$ cat config.mk
export PLATFORM = sky130hd
export DESIGN_NAME = nnLayerTop
export DESIGN_NICKNAME = d
export VERILOG_FILES = /design/src/common/nnFixedPkg.sv /design/src/common/nnRegMapPkg.sv /design/src/verilog/layerController.sv /design/src/verilog/activationBuffer.sv /design/src/neuron/reluNeuron.sv /design/src/verilog/resultBank.sv /design/src/verilog/nnLayerTop.sv
export SDC_FILE = /design/constraint.sdc
export NUM_CORES = 2
export LEC_CHECK = 0
export BUFFER_PORTS_ARGS = -buffer_cell sky130_fd_sc_hd__buf_2
export CAP_MARGIN = 20
export CORE_MARGIN = 1.5
export CORE_UTILIZATION = 55
export DETAILED_ROUTE_END_ITERATION = 10
export PLACE_DENSITY = 0.74
export SETUP_SLACK_MARGIN = 0.3
export SLEW_MARGIN = 20
export SYNTH_ARGS = -nofsm -noshare
export SYNTH_HDL_FRONTEND = slang
export SYNTH_HIERARCHICAL = 1
export SYNTH_SLANG_ARGS = --single-unit
$ cat constraint.sdc
create_clock -name clk -period 8.48 [get_ports clk]
set_input_delay 1.696 -clock clk [delete_from_list [all_inputs] [get_ports clk]]
set_output_delay 1.696 -clock clk [all_outputs]
set_load 0.03 [all_outputs]
$ cat src/common/nnFixedPkg.sv
package nnFixedPkg;

	//////////////////////////////
	// Layer size
	//////////////////////////////

	parameter int NUM_INPUTS = 15; // Activations feeding every neuron.
	parameter int NUM_NODES = 4; // Neurons in the layer.
	parameter int NEURON_LATENCY = 3; // Register stages from inputs to a valid result.

	//////////////////////////////
	// Fixed-point words
	//////////////////////////////

	typedef logic signed [15:0] fixed_t; // Two's complement, wraps at 16 bits.

	typedef fixed_t [NUM_INPUTS-1:0] actVector_t;
	typedef fixed_t [NUM_INPUTS-1:0] weightVector_t;
	typedef weightVector_t [NUM_NODES-1:0] weightMatrix_t; // One row per neuron.
	typedef fixed_t [NUM_NODES-1:0] biasVector_t;

	typedef logic [$clog2(NUM_INPUTS)-1:0] inputIndex_t;
	typedef logic [$clog2(NUM_NODES)-1:0] nodeIndex_t;

endpackage

$ cat src/common/nnRegMapPkg.sv
package nnRegMapPkg;

	parameter int ADDR_W = 8;
	parameter int DATA_W = 32;

	typedef logic [ADDR_W-1:0] axiAddr_t;
	typedef logic [DATA_W-1:0] axiData_t;
	typedef logic [1:0] axiResp_t;

	//////////////////////////////
	// Register offsets
	//////////////////////////////

	parameter axiAddr_t CTRL_ADDR = 8'h00;
	parameter axiAddr_t STATUS_ADDR = 8'h04;
	parameter axiAddr_t INPUT_BASE = 8'h40; // One word per activation.
	parameter axiAddr_t OUTPUT_BASE = 8'h80; // One word per neuron result.

	parameter int CTRL_START_BIT = 0;
	parameter int STATUS_DONE_BIT = 0;
	parameter int STATUS_BUSY_BIT = 1;

	parameter axiResp_t RESP_OKAY = 2'b00;
	parameter axiResp_t RESP_SLVERR = 2'b10;

endpackage

$ cat src/verilog/layerController.sv
module layerController
(
	input logic clk,
	input logic reset,
	input nnRegMapPkg::axiAddr_t awaddr,
	input logic awvalid,
	output logic awready,
	input nnRegMapPkg::axiData_t wdata,
	input logic wvalid,
	output logic wready,
	output nnRegMapPkg::axiResp_t bresp,
	output logic bvalid,
	input logic bready,
	input nnRegMapPkg::axiAddr_t araddr,
	input logic arvalid,
	output logic arready,
	output nnRegMapPkg::axiData_t rdata,
	output nnRegMapPkg::axiResp_t rresp,
	output logic rvalid,
	input logic rready,
	output logic writeEnable,
	output nnFixedPkg::inputIndex_t writeIndex,
	output nnFixedPkg::fixed_t writeData,
	output logic capture,
	output nnFixedPkg::nodeIndex_t readIndex,
	input nnFixedPkg::fixed_t readResult
);
	import nnFixedPkg::*;
	import nnRegMapPkg::*;

	typedef enum logic {IDLE, RUNNING} runState_t;

	runState_t state;
	logic [$clog2(NEURON_LATENCY+1)-1:0] latencyCount;
	logic done;
	logic busy;
	logic writeAccept;
	logic readAccept;
	logic startRun;
	logic writeIsInput;
	logic writeMapped;
	logic readIsOutput;
	logic readMapped;
	axiData_t statusWord;
	axiData_t readWord;

	// Word offset of addr within the region that starts at base.
	function automatic axiAddr_t wordOffset(axiAddr_t addr, axiAddr_t base);
		axiAddr_t delta;
		delta = addr - base;
		return delta >> 2;
	endfunction

	function automatic logic inRegion(axiAddr_t addr, axiAddr_t base, int count);
		axiAddr_t delta;
		delta = addr - base;
		return (addr >= base) && (delta[1:0] == 2'b00) && ((delta >> 2) < count);
	endfunction

	function automatic logic isMapped(axiAddr_t addr);
		return (addr == CTRL_ADDR) || (addr == STATUS_ADDR)
			|| inRegion(addr, INPUT_BASE, NUM_INPUTS)
			|| inRegion(addr, OUTPUT_BASE, NUM_NODES);
	endfunction

	//////////////////////////////
	// AXI4-Lite write channel
	//////////////////////////////

	assign writeAccept = awvalid && wvalid && !bvalid; // Address and data taken together.
	assign awready = writeAccept;
	assign wready = writeAccept;
	assign writeIsInput = inRegion(awaddr, INPUT_BASE, NUM_INPUTS);
	assign writeMapped = isMapped(awaddr);

	assign writeEnable = writeAccept && writeIsInput && !busy; // Inputs are frozen during a run.
	assign writeIndex = inputIndex_t'(wordOffset(awaddr, INPUT_BASE));
	assign writeData = fixed_t'(wdata[$bits(fixed_t)-1:0]);
	assign startRun = writeAccept && (awaddr == CTRL_ADDR) && wdata[CTRL_START_BIT] && !busy;

	always_ff @(posedge clk)
	begin
		if (reset)
		begin
			bvalid <= 1'b0;
			bresp <= RESP_OKAY;
		end
		else if (writeAccept)
		begin
			bvalid <= 1'b1;
			bresp <= writeMapped ? RESP_OKAY : RESP_SLVERR;
		end
		else if (bready)
			bvalid <= 1'b0;
	end

	//////////////////////////////
	// AXI4-Lite read channel
	//////////////////////////////

	assign arready = !rvalid;
	assign readAccept = arvalid && arready;
	assign readIsOutput = inRegion(araddr, OUTPUT_BASE, NUM_NODES);
	assign readMapped = isMapped(araddr);
	assign readIndex = nodeIndex_t'(wordOffset(araddr, OUTPUT_BASE));

	always_comb
	begin
		statusWord = '0;
		statusWord[STATUS_DONE_BIT] = done;
		statusWord[STATUS_BUSY_BIT] = busy;
		if (araddr == STATUS_ADDR)
			readWord = statusWord;
		else if (readIsOutput)
			readWord = {{(DATA_W - $bits(fixed_t)){1'b0}}, readResult}; // Zero-extended.
		else
			readWord = '0; // Control and input registers read back as zero.
	end

	always_ff @(posedge clk)
	begin
		if (reset)
		begin
			rvalid <= 1'b0;
			rdata <= '0;
			rresp <= RESP_OKAY;
		end
		else if (readAccept)
		begin
			rvalid <= 1'b1;
			rdata <= readWord;
			rresp <= readMapped ? RESP_OKAY : RESP_SLVERR;
		end
		else if (rready)
			rvalid <= 1'b0;
	end

	//////////////////////////////
	// Run sequencing
	//////////////////////////////

	assign busy = (state == RUNNING);
	assign capture = busy && (latencyCount == NEURON_LATENCY - 1); // Bank samples at T+3.

	always_ff @(posedge clk)
	begin
		if (reset)
		begin
			state <= IDLE;
			latencyCount <= '0;
			done <= 1'b0;
		end
		else
		begin
			case (state)
				IDLE:
					if (startRun)
					begin
						state <= RUNNING;
						latencyCount <= '0;
						done <= 1'b0;
					end
				RUNNING:
					if (capture)
					begin
						state <= IDLE;
						done <= 1'b1;
					end
					else
						latencyCount <= latencyCount + 1'b1;
				default:
					state <= IDLE;
			endcase
		end
	end

endmodule

$ cat src/verilog/activationBuffer.sv
module activationBuffer
(
	input logic clk,
	input logic reset,
	input logic writeEnable,
	input nnFixedPkg::inputIndex_t writeIndex,
	input nnFixedPkg::fixed_t writeData,
	output nnFixedPkg::actVector_t activations
);
	import nnFixedPkg::*;

	//////////////////////////////
	// Activation registers
	//////////////////////////////

	// All neurons read the same vector; it only changes on a host write.
	always_ff @(posedge clk)
	begin
		if (reset)
			activations <= '0;
		else if (writeEnable && (writeIndex < NUM_INPUTS))
			activations[writeIndex] <= writeData; // One word per write.
	end

endmodule

$ cat src/neuron/reluNeuron.sv
module reluNeuron
#(
	parameter nnFixedPkg::weightVector_t WEIGHTS = '0,
	parameter nnFixedPkg::fixed_t BIAS = '0
)
(
	input logic clk,
	input logic reset,
	input nnFixedPkg::actVector_t activations,
	output nnFixedPkg::fixed_t nodeOut
);
	import nnFixedPkg::*;

	actVector_t actReg;
	fixed_t sumReg;
	fixed_t macSum;

	//////////////////////////////
	// Multiply-accumulate
	//////////////////////////////

	// Every product and partial sum is cut to 16 bits, so overflow wraps.
	always_comb
	begin
		macSum = BIAS;
		for (int i = 0; i < NUM_INPUTS; i++)
			macSum = fixed_t'(macSum + actReg[i] * WEIGHTS[i]);
	end

	//////////////////////////////
	// Pipeline stages
	//////////////////////////////

	always_ff @(posedge clk)
	begin
		if (reset)
		begin
			actReg <= '0;
			sumReg <= '0;
			nodeOut <= '0;
		end
		else
		begin
			actReg <= activations; // Stage 1.
			sumReg <= macSum; // Stage 2.
			if (sumReg[$bits(fixed_t)-1] == 1'b0)
				nodeOut <= sumReg; // Stage 3 passes positive sums.
			else
				nodeOut <= '0; // ReLU clamps negatives.
		end
	end

endmodule

$ cat src/verilog/resultBank.sv
module resultBank
(
	input logic clk,
	input logic reset,
	input logic capture,
	input nnFixedPkg::nodeIndex_t readIndex,
	input nnFixedPkg::fixed_t [nnFixedPkg::NUM_NODES-1:0] nodeOuts,
	output nnFixedPkg::fixed_t readResult
);
	import nnFixedPkg::*;

	fixed_t [NUM_NODES-1:0] snapshot;

	//////////////////////////////
	// Snapshot of the layer
	//////////////////////////////

	// Held between runs so that new inputs do not disturb host reads.
	always_ff @(posedge clk)
	begin
		if (reset)
			snapshot <= '0;
		else if (capture)
			snapshot <= nodeOuts;
	end

	always_comb
	begin
		if (readIndex < NUM_NODES)
			readResult = snapshot[readIndex];
		else
			readResult = '0;
	end

endmodule

$ cat src/verilog/nnLayerTop.sv
module nnLayerTop
#(
	parameter nnFixedPkg::weightMatrix_t LAYER_WEIGHTS = '{
		0: '{0: 31, 1: -3, 2: -4, 3: -5, 4: 11, 5: 15, 6: 10, 7: 9,
			8: 7, 9: -5, 10: -20, 11: -21, 12: -4, 13: -20, 14: -8},
		1: '{0: -12, 1: 8, 2: 14, 3: -2, 4: 6, 5: -9, 6: 3, 7: 17,
			8: -11, 9: 4, 10: 2, 11: -7, 12: 19, 13: -1, 14: 5},
		2: '{0: 5, 1: 5, 2: -18, 3: 22, 4: -3, 5: 0, 6: -14, 7: 6,
			8: 12, 9: -25, 10: 8, 11: 1, 12: -6, 13: 9, 14: 13},
		3: '{0: -7, 1: -16, 2: 9, 3: 4, 4: -1, 5: 20, 6: -8, 7: -13,
			8: 2, 9: 11, 10: -4, 11: 16, 12: 7, 13: -10, 14: 3}
	},
	parameter nnFixedPkg::biasVector_t LAYER_BIASES = '{0: 3, 1: -40, 2: 25, 3: -8}
)
(
	input logic clk,
	input logic reset,
	input nnRegMapPkg::axiAddr_t awaddr,
	input logic awvalid,
	output logic awready,
	input nnRegMapPkg::axiData_t wdata,
	input logic wvalid,
	output logic wready,
	output nnRegMapPkg::axiResp_t bresp,
	output logic bvalid,
	input logic bready,
	input nnRegMapPkg::axiAddr_t araddr,
	input logic arvalid,
	output logic arready,
	output nnRegMapPkg::axiData_t rdata,
	output nnRegMapPkg::axiResp_t rresp,
	output logic rvalid,
	input logic rready
);
	import nnFixedPkg::*;

	logic writeEnable;
	inputIndex_t writeIndex;
	fixed_t writeData;
	logic capture;
	nodeIndex_t readIndex;
	fixed_t readResult;
	actVector_t activations;
	fixed_t [NUM_NODES-1:0] nodeOuts;

	layerController uController
	(
		.clk(clk), .reset(reset),
		.awaddr(awaddr), .awvalid(awvalid), .awready(awready),
		.wdata(wdata), .wvalid(wvalid), .wready(wready),
		.bresp(bresp), .bvalid(bvalid), .bready(bready),
		.araddr(araddr), .arvalid(arvalid), .arready(arready),
		.rdata(rdata), .rresp(rresp), .rvalid(rvalid), .rready(rready),
		.writeEnable(writeEnable), .writeIndex(writeIndex), .writeData(writeData),
		.capture(capture), .readIndex(readIndex), .readResult(readResult)
	);

	activationBuffer uBuffer
	(
		.clk(clk), .reset(reset),
		.writeEnable(writeEnable), .writeIndex(writeIndex), .writeData(writeData),
		.activations(activations)
	);

	for (genvar n = 0; n < NUM_NODES; n = n + 1)
	begin : gNode
		reluNeuron #(.WEIGHTS(LAYER_WEIGHTS[n]), .BIAS(LAYER_BIASES[n])) uNeuron
		(
			.clk(clk), .reset(reset), .activations(activations), .nodeOut(nodeOuts[n])
		);
	end

	resultBank uResults
	(
		.clk(clk), .reset(reset), .capture(capture),
		.readIndex(readIndex), .nodeOuts(nodeOuts), .readResult(readResult)
	);

endmodule

Word level (Yosys, flattened, before mapping)
Cells that the tools add are included.
{"block": "word_totals", "reg_bits": 714, "inputBits": 55, "wordCells": 252}
{"block": "op_classes", "n_lt_le_gt_ge": 12, "multipliers": 42, "n_eq_ne": 6, "mux": 22, "n_reduce_logical": 42, "bitwise": 1, "n_addsub": 73}
{"op": "16-bit adder", "count": 55}
{"op": "240-bit bitwise mux", "count": 1}
{"op": "16-bit by 5-bit multiplier with 16-bit output, second input constant", "count": 10}
{"op": "16-bit by 4-bit multiplier with 16-bit output, second input constant", "count": 9}
{"op": "16-bit by 6-bit multiplier with 16-bit output, second input constant", "count": 5}
{"op": "16-bit demux with 4-bit select", "count": 1}
{"op": "16-bit by 3-bit multiplier with 16-bit output, second input constant", "count": 4}
{"op": "16-bit by 4-bit multiplier with 15-bit output, second input constant", "count": 4}
{"op": "16-bit 2-to-1 mux", "count": 4}
{"op": "16-bit by 3-bit multiplier with 15-bit output, second input constant", "count": 3}
{"op": "16-bit by 4-bit multiplier with 14-bit output, second input constant", "count": 3}
{"op": "14-bit negation", "count": 3}
{"op": "16-bit binary-select mux with 2-bit select", "count": 1}
{"op": "16-bit by 3-bit multiplier with 14-bit output, second input constant", "count": 2}
{"op": "16-bit by 5-bit multiplier with 15-bit output, second input constant", "count": 2}
{"op": "16-bit negation", "count": 2}
{"op": "13-bit negation", "count": 2}
{"op": "1-bit logical AND", "count": 19}
{"op": "3-bit by 16-bit adder with 16-bit output, first input constant", "count": 1}
{"op": "4-bit by 16-bit adder with 16-bit output, first input constant", "count": 1}
{"op": "6-bit by 16-bit adder with 16-bit output, first input constant", "count": 1}
{"op": "7-bit by 16-bit adder with 16-bit output, first input constant", "count": 1}
{"op": "8-bit by 3-bit == test with 1-bit output, second input constant", "count": 2}
{"op": "8-bit by 7-bit greater-or-equal comparator with 1-bit output, second input constant", "count": 2}
{"op": "other kinds (27)", "count": 60}

Longest topological paths before layout
{"block": "depth", "ltp_word": 16, "depth_mapped": 41, "mapped_depth_nobuf": 41}

By module
The synthesis kept the hierarchy.
{"module": "reluNeuron (gNode[3].uNeuron)", "cells_each": 2224, "area_per_inst_um2": 23817.8, "seq_area_each_um2": 5185.0, "instances": 1}
{"module": "reluNeuron (gNode[1].uNeuron)", "cells_each": 2045, "area_per_inst_um2": 21144.0, "seq_area_each_um2": 4904.7, "instances": 1}
{"module": "reluNeuron (gNode[2].uNeuron)", "cells_each": 1844, "area_per_inst_um2": 19616.3, "seq_area_each_um2": 5205.0, "instances": 1}
{"module": "reluNeuron (gNode[0].uNeuron)", "cells_each": 1896, "area_per_inst_um2": 19284.7, "seq_area_each_um2": 5044.8, "instances": 1}
{"module": "activationBuffer", "cells_each": 827, "area_per_inst_um2": 9437.8, "seq_area_each_um2": 4804.6, "instances": 1}
{"module": "resultBank", "cells_each": 226, "area_per_inst_um2": 2666.3, "seq_area_each_um2": 1281.2, "instances": 1}
{"module": "layerController", "cells_each": 159, "area_per_inst_um2": 1357.6, "seq_area_each_um2": 480.5, "instances": 1}

Worst setup path after synthesis
Ideal clock, no wire load.
{"block": "synth_timing", "path_kind": "reg2reg", "start": "register gNode[3].uNeuron/actReg[17] (netlist name)", "end": "register gNode[3].uNeuron.sumReg[15]", "path_stages_with_launch": 41, "n_path_buf": 0, "period_less_slack_ns": 9.341, "required_ns": 8.415, "arrival_time_ns": 9.275, "slack_ns": -0.861, "cell_sequence": "dfxtp_1 > inv_1 > ha_1 > inv_1 > fa_1 > inv_1 > ha_1 > ha_1 > a21o_1 > a21oi_1 > o21ai_0 > a21oi_1 > o21bai_1 > a21oi_1 > o21bai_1 > a21oi_1 > xnor2_1 > fa_1 > [... 5 more ...] > fa_1 > inv_1 > fa_1 > inv_1 > fa_1 > fa_1 > fa_1 > xor2_1 > xnor2_1 > xnor2_1 > xnor2_1 > xnor2_1 > xnor2_1 > xnor2_1 > xnor2_1 > xnor2_1 > xnor3_1 > nor2_1"}
{"block": "synth_between", "elab_chain_cells": 15}
{"element": "start: declaration", "line": "reluNeuron.sv:14", "text": "actVector_t actReg;"}
{"element": "start signal: assignment", "line": "reluNeuron.sv:44", "text": "actReg <= activations;"}
{"element": "16-bit by 4-bit multiplier with 14-bit output", "line": "reluNeuron.sv:27", "text": "macSum = fixed_t'(macSum + actReg[i] * WEIGHTS[i]);"}
{"element": "16-bit adder (14 in series)", "line": "reluNeuron.sv:27"}
{"element": "end signal: assignment", "line": "reluNeuron.sv:45", "text": "sumReg <= macSum;"}
{"element": "end: declaration", "line": "reluNeuron.sv:15", "text": "fixed_t sumReg;"}
No other way between the ends.
A chain may end at the register's enable or synchronous reset.

Worst setup path in the final report
{"block": "layout_timing", "start": "register gNode[1].uNeuron/actReg[196] (netlist name)", "end": "register gNode[1].uNeuron.sumReg[15]"}
{"block": "layout_between", "elab_chain_cells": 4}
{"element": "start: declaration", "line": "reluNeuron.sv:14"}
{"element": "start signal: assignment", "line": "reluNeuron.sv:44"}
{"element": "16-bit by 5-bit multiplier with 15-bit output", "line": "reluNeuron.sv:27"}
{"element": "16-bit adder (3 in series)", "line": "reluNeuron.sv:27"}
{"element": "end signal: assignment", "line": "reluNeuron.sv:45"}
{"element": "end: declaration", "line": "reluNeuron.sv:15"}
No other way between the ends.

==> flow_metrics.env <==
export IMPL_cpMaxStageDelayCell="fa_2"
export IMPL_globalRouteTotalUtil_pct=35.17
export IMPL_overflow=0
export IMPL_violations="negative setup slack"
export IMPL_fmax_mhz=107.3
export IMPL_dp_hpwl_um=257500
export IMPL_cts_sink_count=1343
export IMPL_total_leakage_power_nw=52.70
export IMPL_yosys_warnings=6
export IMPL_port_buffer_count=61
export IMPL_final_antenna_net_count=0
export IMPL_maxSlewViolCount=0
export IMPL_std_cell_rows=154
export IMPL_holdWs_ns=0.4215
export IMPL_critical_path_class="reg2reg"
export IMPL_cts_tree="done"
export IMPL_core_mm2=0.1759
export IMPL_die_area_mm2=0.1794
export IMPL_cts_buffer_depth=3
export IMPL_max_stage_delay_ns=0.56
export IMPL_required_ns=9.14
export IMPL_cts_root_buf="clkbuf_16"
export IMPL_cts_buffers=152
export IMPL_dieHeight_um=423.6
export IMPL_arrival_ns=9.98
export IMPL_end_kind="register"
export IMPL_syn_inst=9218
export IMPL_num_vias=62150
export IMPL_syn_area_mm2=0.09729
export IMPL_r2r_cells=36
export IMPL_clock_latency_ns=0.81
export IMPL_finalHoldViolations=0
export IMPL_period_needed_ns=9.318
export IMPL_grt_pass1_vias=65750
export IMPL_min_path_type="reg2reg"
export IMPL_total_power_mw=14.84
export IMPL_rsz0062_at_grt="true"
export IMPL_drtIter0Drc=4693
export IMPL_startpoint="gNode[1].uNeuron/actReg[196]"
export IMPL_cp_start_kind="register"
export IMPL_drive_gt1_share_pct=11.76
export IMPL_setup_viol=14
export IMPL_most_common_layout_cells="inv_1, dfxtp_1, fa_1"
export IMPL_die_w_um=423.6
export IMPL_htreeDepth=4
export IMPL_drc=0
export IMPL_skew_ns=0.03668
export IMPL_gp_congestion=1.025
export IMPL_r2r_setup_slack_ns=-0.84
export IMPL_worst_pin_slew_ns=1.213
export IMPL_grt_pass1_wl_um=448800
export IMPL_wl_per_cell_um=25.61
export IMPL_via_per_inst=5.116
export IMPL_cts_hold_fix_buffers=0
export IMPL_drtPass1Iterations=5
export IMPL_nFillCells=14300
export IMPL_crit_top_cell="fa_1"
export IMPL_layoutNonFillerInstCount=12150
export IMPL_cap_violations=0
export IMPL_post_place_cells=11810
export IMPL_pin_count=96
export IMPL_clkTransAtPathRegs_ns=0.06
export IMPL_syn_to_final_growth_pct=13.14
export IMPL_antenna_found_initial=24
export IMPL_totalWireLength_um=311200
export IMPL_status="finished with violations"
export IMPL_finalCritPeriodShare_pct=109.9
export IMPL_initial_core_util_pct=55.30
export IMPL_dpl_cell_area_mm2=0.1028
export IMPL_vdd_ir_drop_worst_v=0.0001621
export IMPL_p_per_area_mw_per_mm2=134.9
export IMPL_layout_setup_ws_ns=-0.8380
export IMPL_cp_endpoint="gNode[1].uNeuron/sumReg[15]"
export IMPL_reg2reg_from="gNode[1].uNeuron/actReg[196]"
export IMPL_mostFrequentLayoutCell="inv_1"
export IMPL_synth_avg_cell_area_um2=10.55
export IMPL_grt_max_degree=158
export IMPL_relSlewSlack_pct=19.14
export IMPL_worstReg2RegEnd="gNode[1].uNeuron/sumReg[15]"
export IMPL_nNetsFinal=12080
export IMPL_finalInstanceArea_mm2=0.1101
export IMPL_cp_max_fo=3
-- worst max-delay path, delay by kind of cell (launching register included) --
kind	cells	cell delay (ns)
AOI/OAI and AO/OA	8	1.35
xor gates and xnor gates	4	0.73
adders and majority gates	13	5.73
buffers and inverters	7	0.68
DFF	1	0.31
and+or+nand+nor	4	0.38
-- how the worst min path moves through the flow --
stage | startpoint | end | slack [ns] | cells after the start
floorplan | gNode[0].uNeuron/sumReg[0] | gNode[0].uNeuron/nodeOut[0] | 0.41 | 1
global placement | gNode[2].uNeuron/sumReg[13] | gNode[2].uNeuron/nodeOut[13] | 0.41 | 1
detailed placement | gNode[2].uNeuron/sumReg[12] | gNode[2].uNeuron/nodeOut[12] | 0.41 | 1
CTS | gNode[2].uNeuron/sumReg[3] | gNode[2].uNeuron/nodeOut[3] | 0.42 | 1
global route | gNode[2].uNeuron/sumReg[3] | gNode[2].uNeuron/nodeOut[3] | 0.44 | 1
finish | gNode[2].uNeuron/sumReg[3] | gNode[2].uNeuron/nodeOut[3] | 0.42 | 1
-- metal layers --
metal | global-route usage, % | up-vias | part of all wire [%]
met1 | 45.39 | 30800 | 41
met5 | 0.5108 | - | 0.044
li1 | - | 28370 | -
met3 | 5.903 | 687 | 6.9
met4 | 24.71 | 4 | 8.5
met2 | 53.95 | 2284 | 44
-- metrics by stage --
step,worst slack (ns),TNS (ns),util [%]
4_1_cts,-0.8766,-4.921,62.09
3_5_place_dp,-1.126,-7.754,58.46
6_report,-0.8380,-5.542,62.57
3_3_place_gp,-1.077,-6.973,58.46
2_1_floorplan,-0.4151,-0.7694,-
5_1_grt,-1.169,-10.31,62.55
-- flip-flops by register name, indices dropped and copies added (netlist names) --
| register | cells |
|---|---|
| gNode.uNeuron/actReg | 892 |
| uBuffer/activations | 239 |
| gNode.uNeuron/sumReg | 64 |
| uResults/snapshot | 64 |
| gNode.uNeuron/nodeOut | 60 |
| uController/rdata | 16 |
| uController/latencyCount | 2 |
| uController/bresp | 1 |
| uController/busy | 1 |
| uController/bvalid | 1 |
| uController/done | 1 |
| uController/rresp | 1 |
| uController/rvalid | 1 |
-- final cells by class --
class,instances,area [um2],share of cell area (%)
Multi-Input combinational cell,5314,62070,56.39
Sequential cell,1343,26900,24.44
Inverter,2332,8756,7.954
Clock buffer,208,4339,3.942
Timing Repair Buffer,516,3930,3.570
Tap cell,2340,2928,2.660
Clock inverter,73,1092,0.9923
Antenna cell,22,55.05,0.05001
-- report_power, final --
group / internal [mW] / leakage, nW / switching (mW) / total (mW)
clock network: 4.32 / 2.64 / 2.92 / 7.24
logic: 0.514 / 39.2 / 0.654 / 1.17
registers: 6.39 / 10.8 / 0.0538 / 6.44
total: 11.2 / 52.7 / 3.63 / 14.8
-- repair_timing --
item	4_1_cts	5_1_grt
setup buffers	17	17
resized for setup	187	164
setup endpoints to repair	23	30
pin swaps	174	185
No activity file was read; power rests on OpenSTA's default activity.
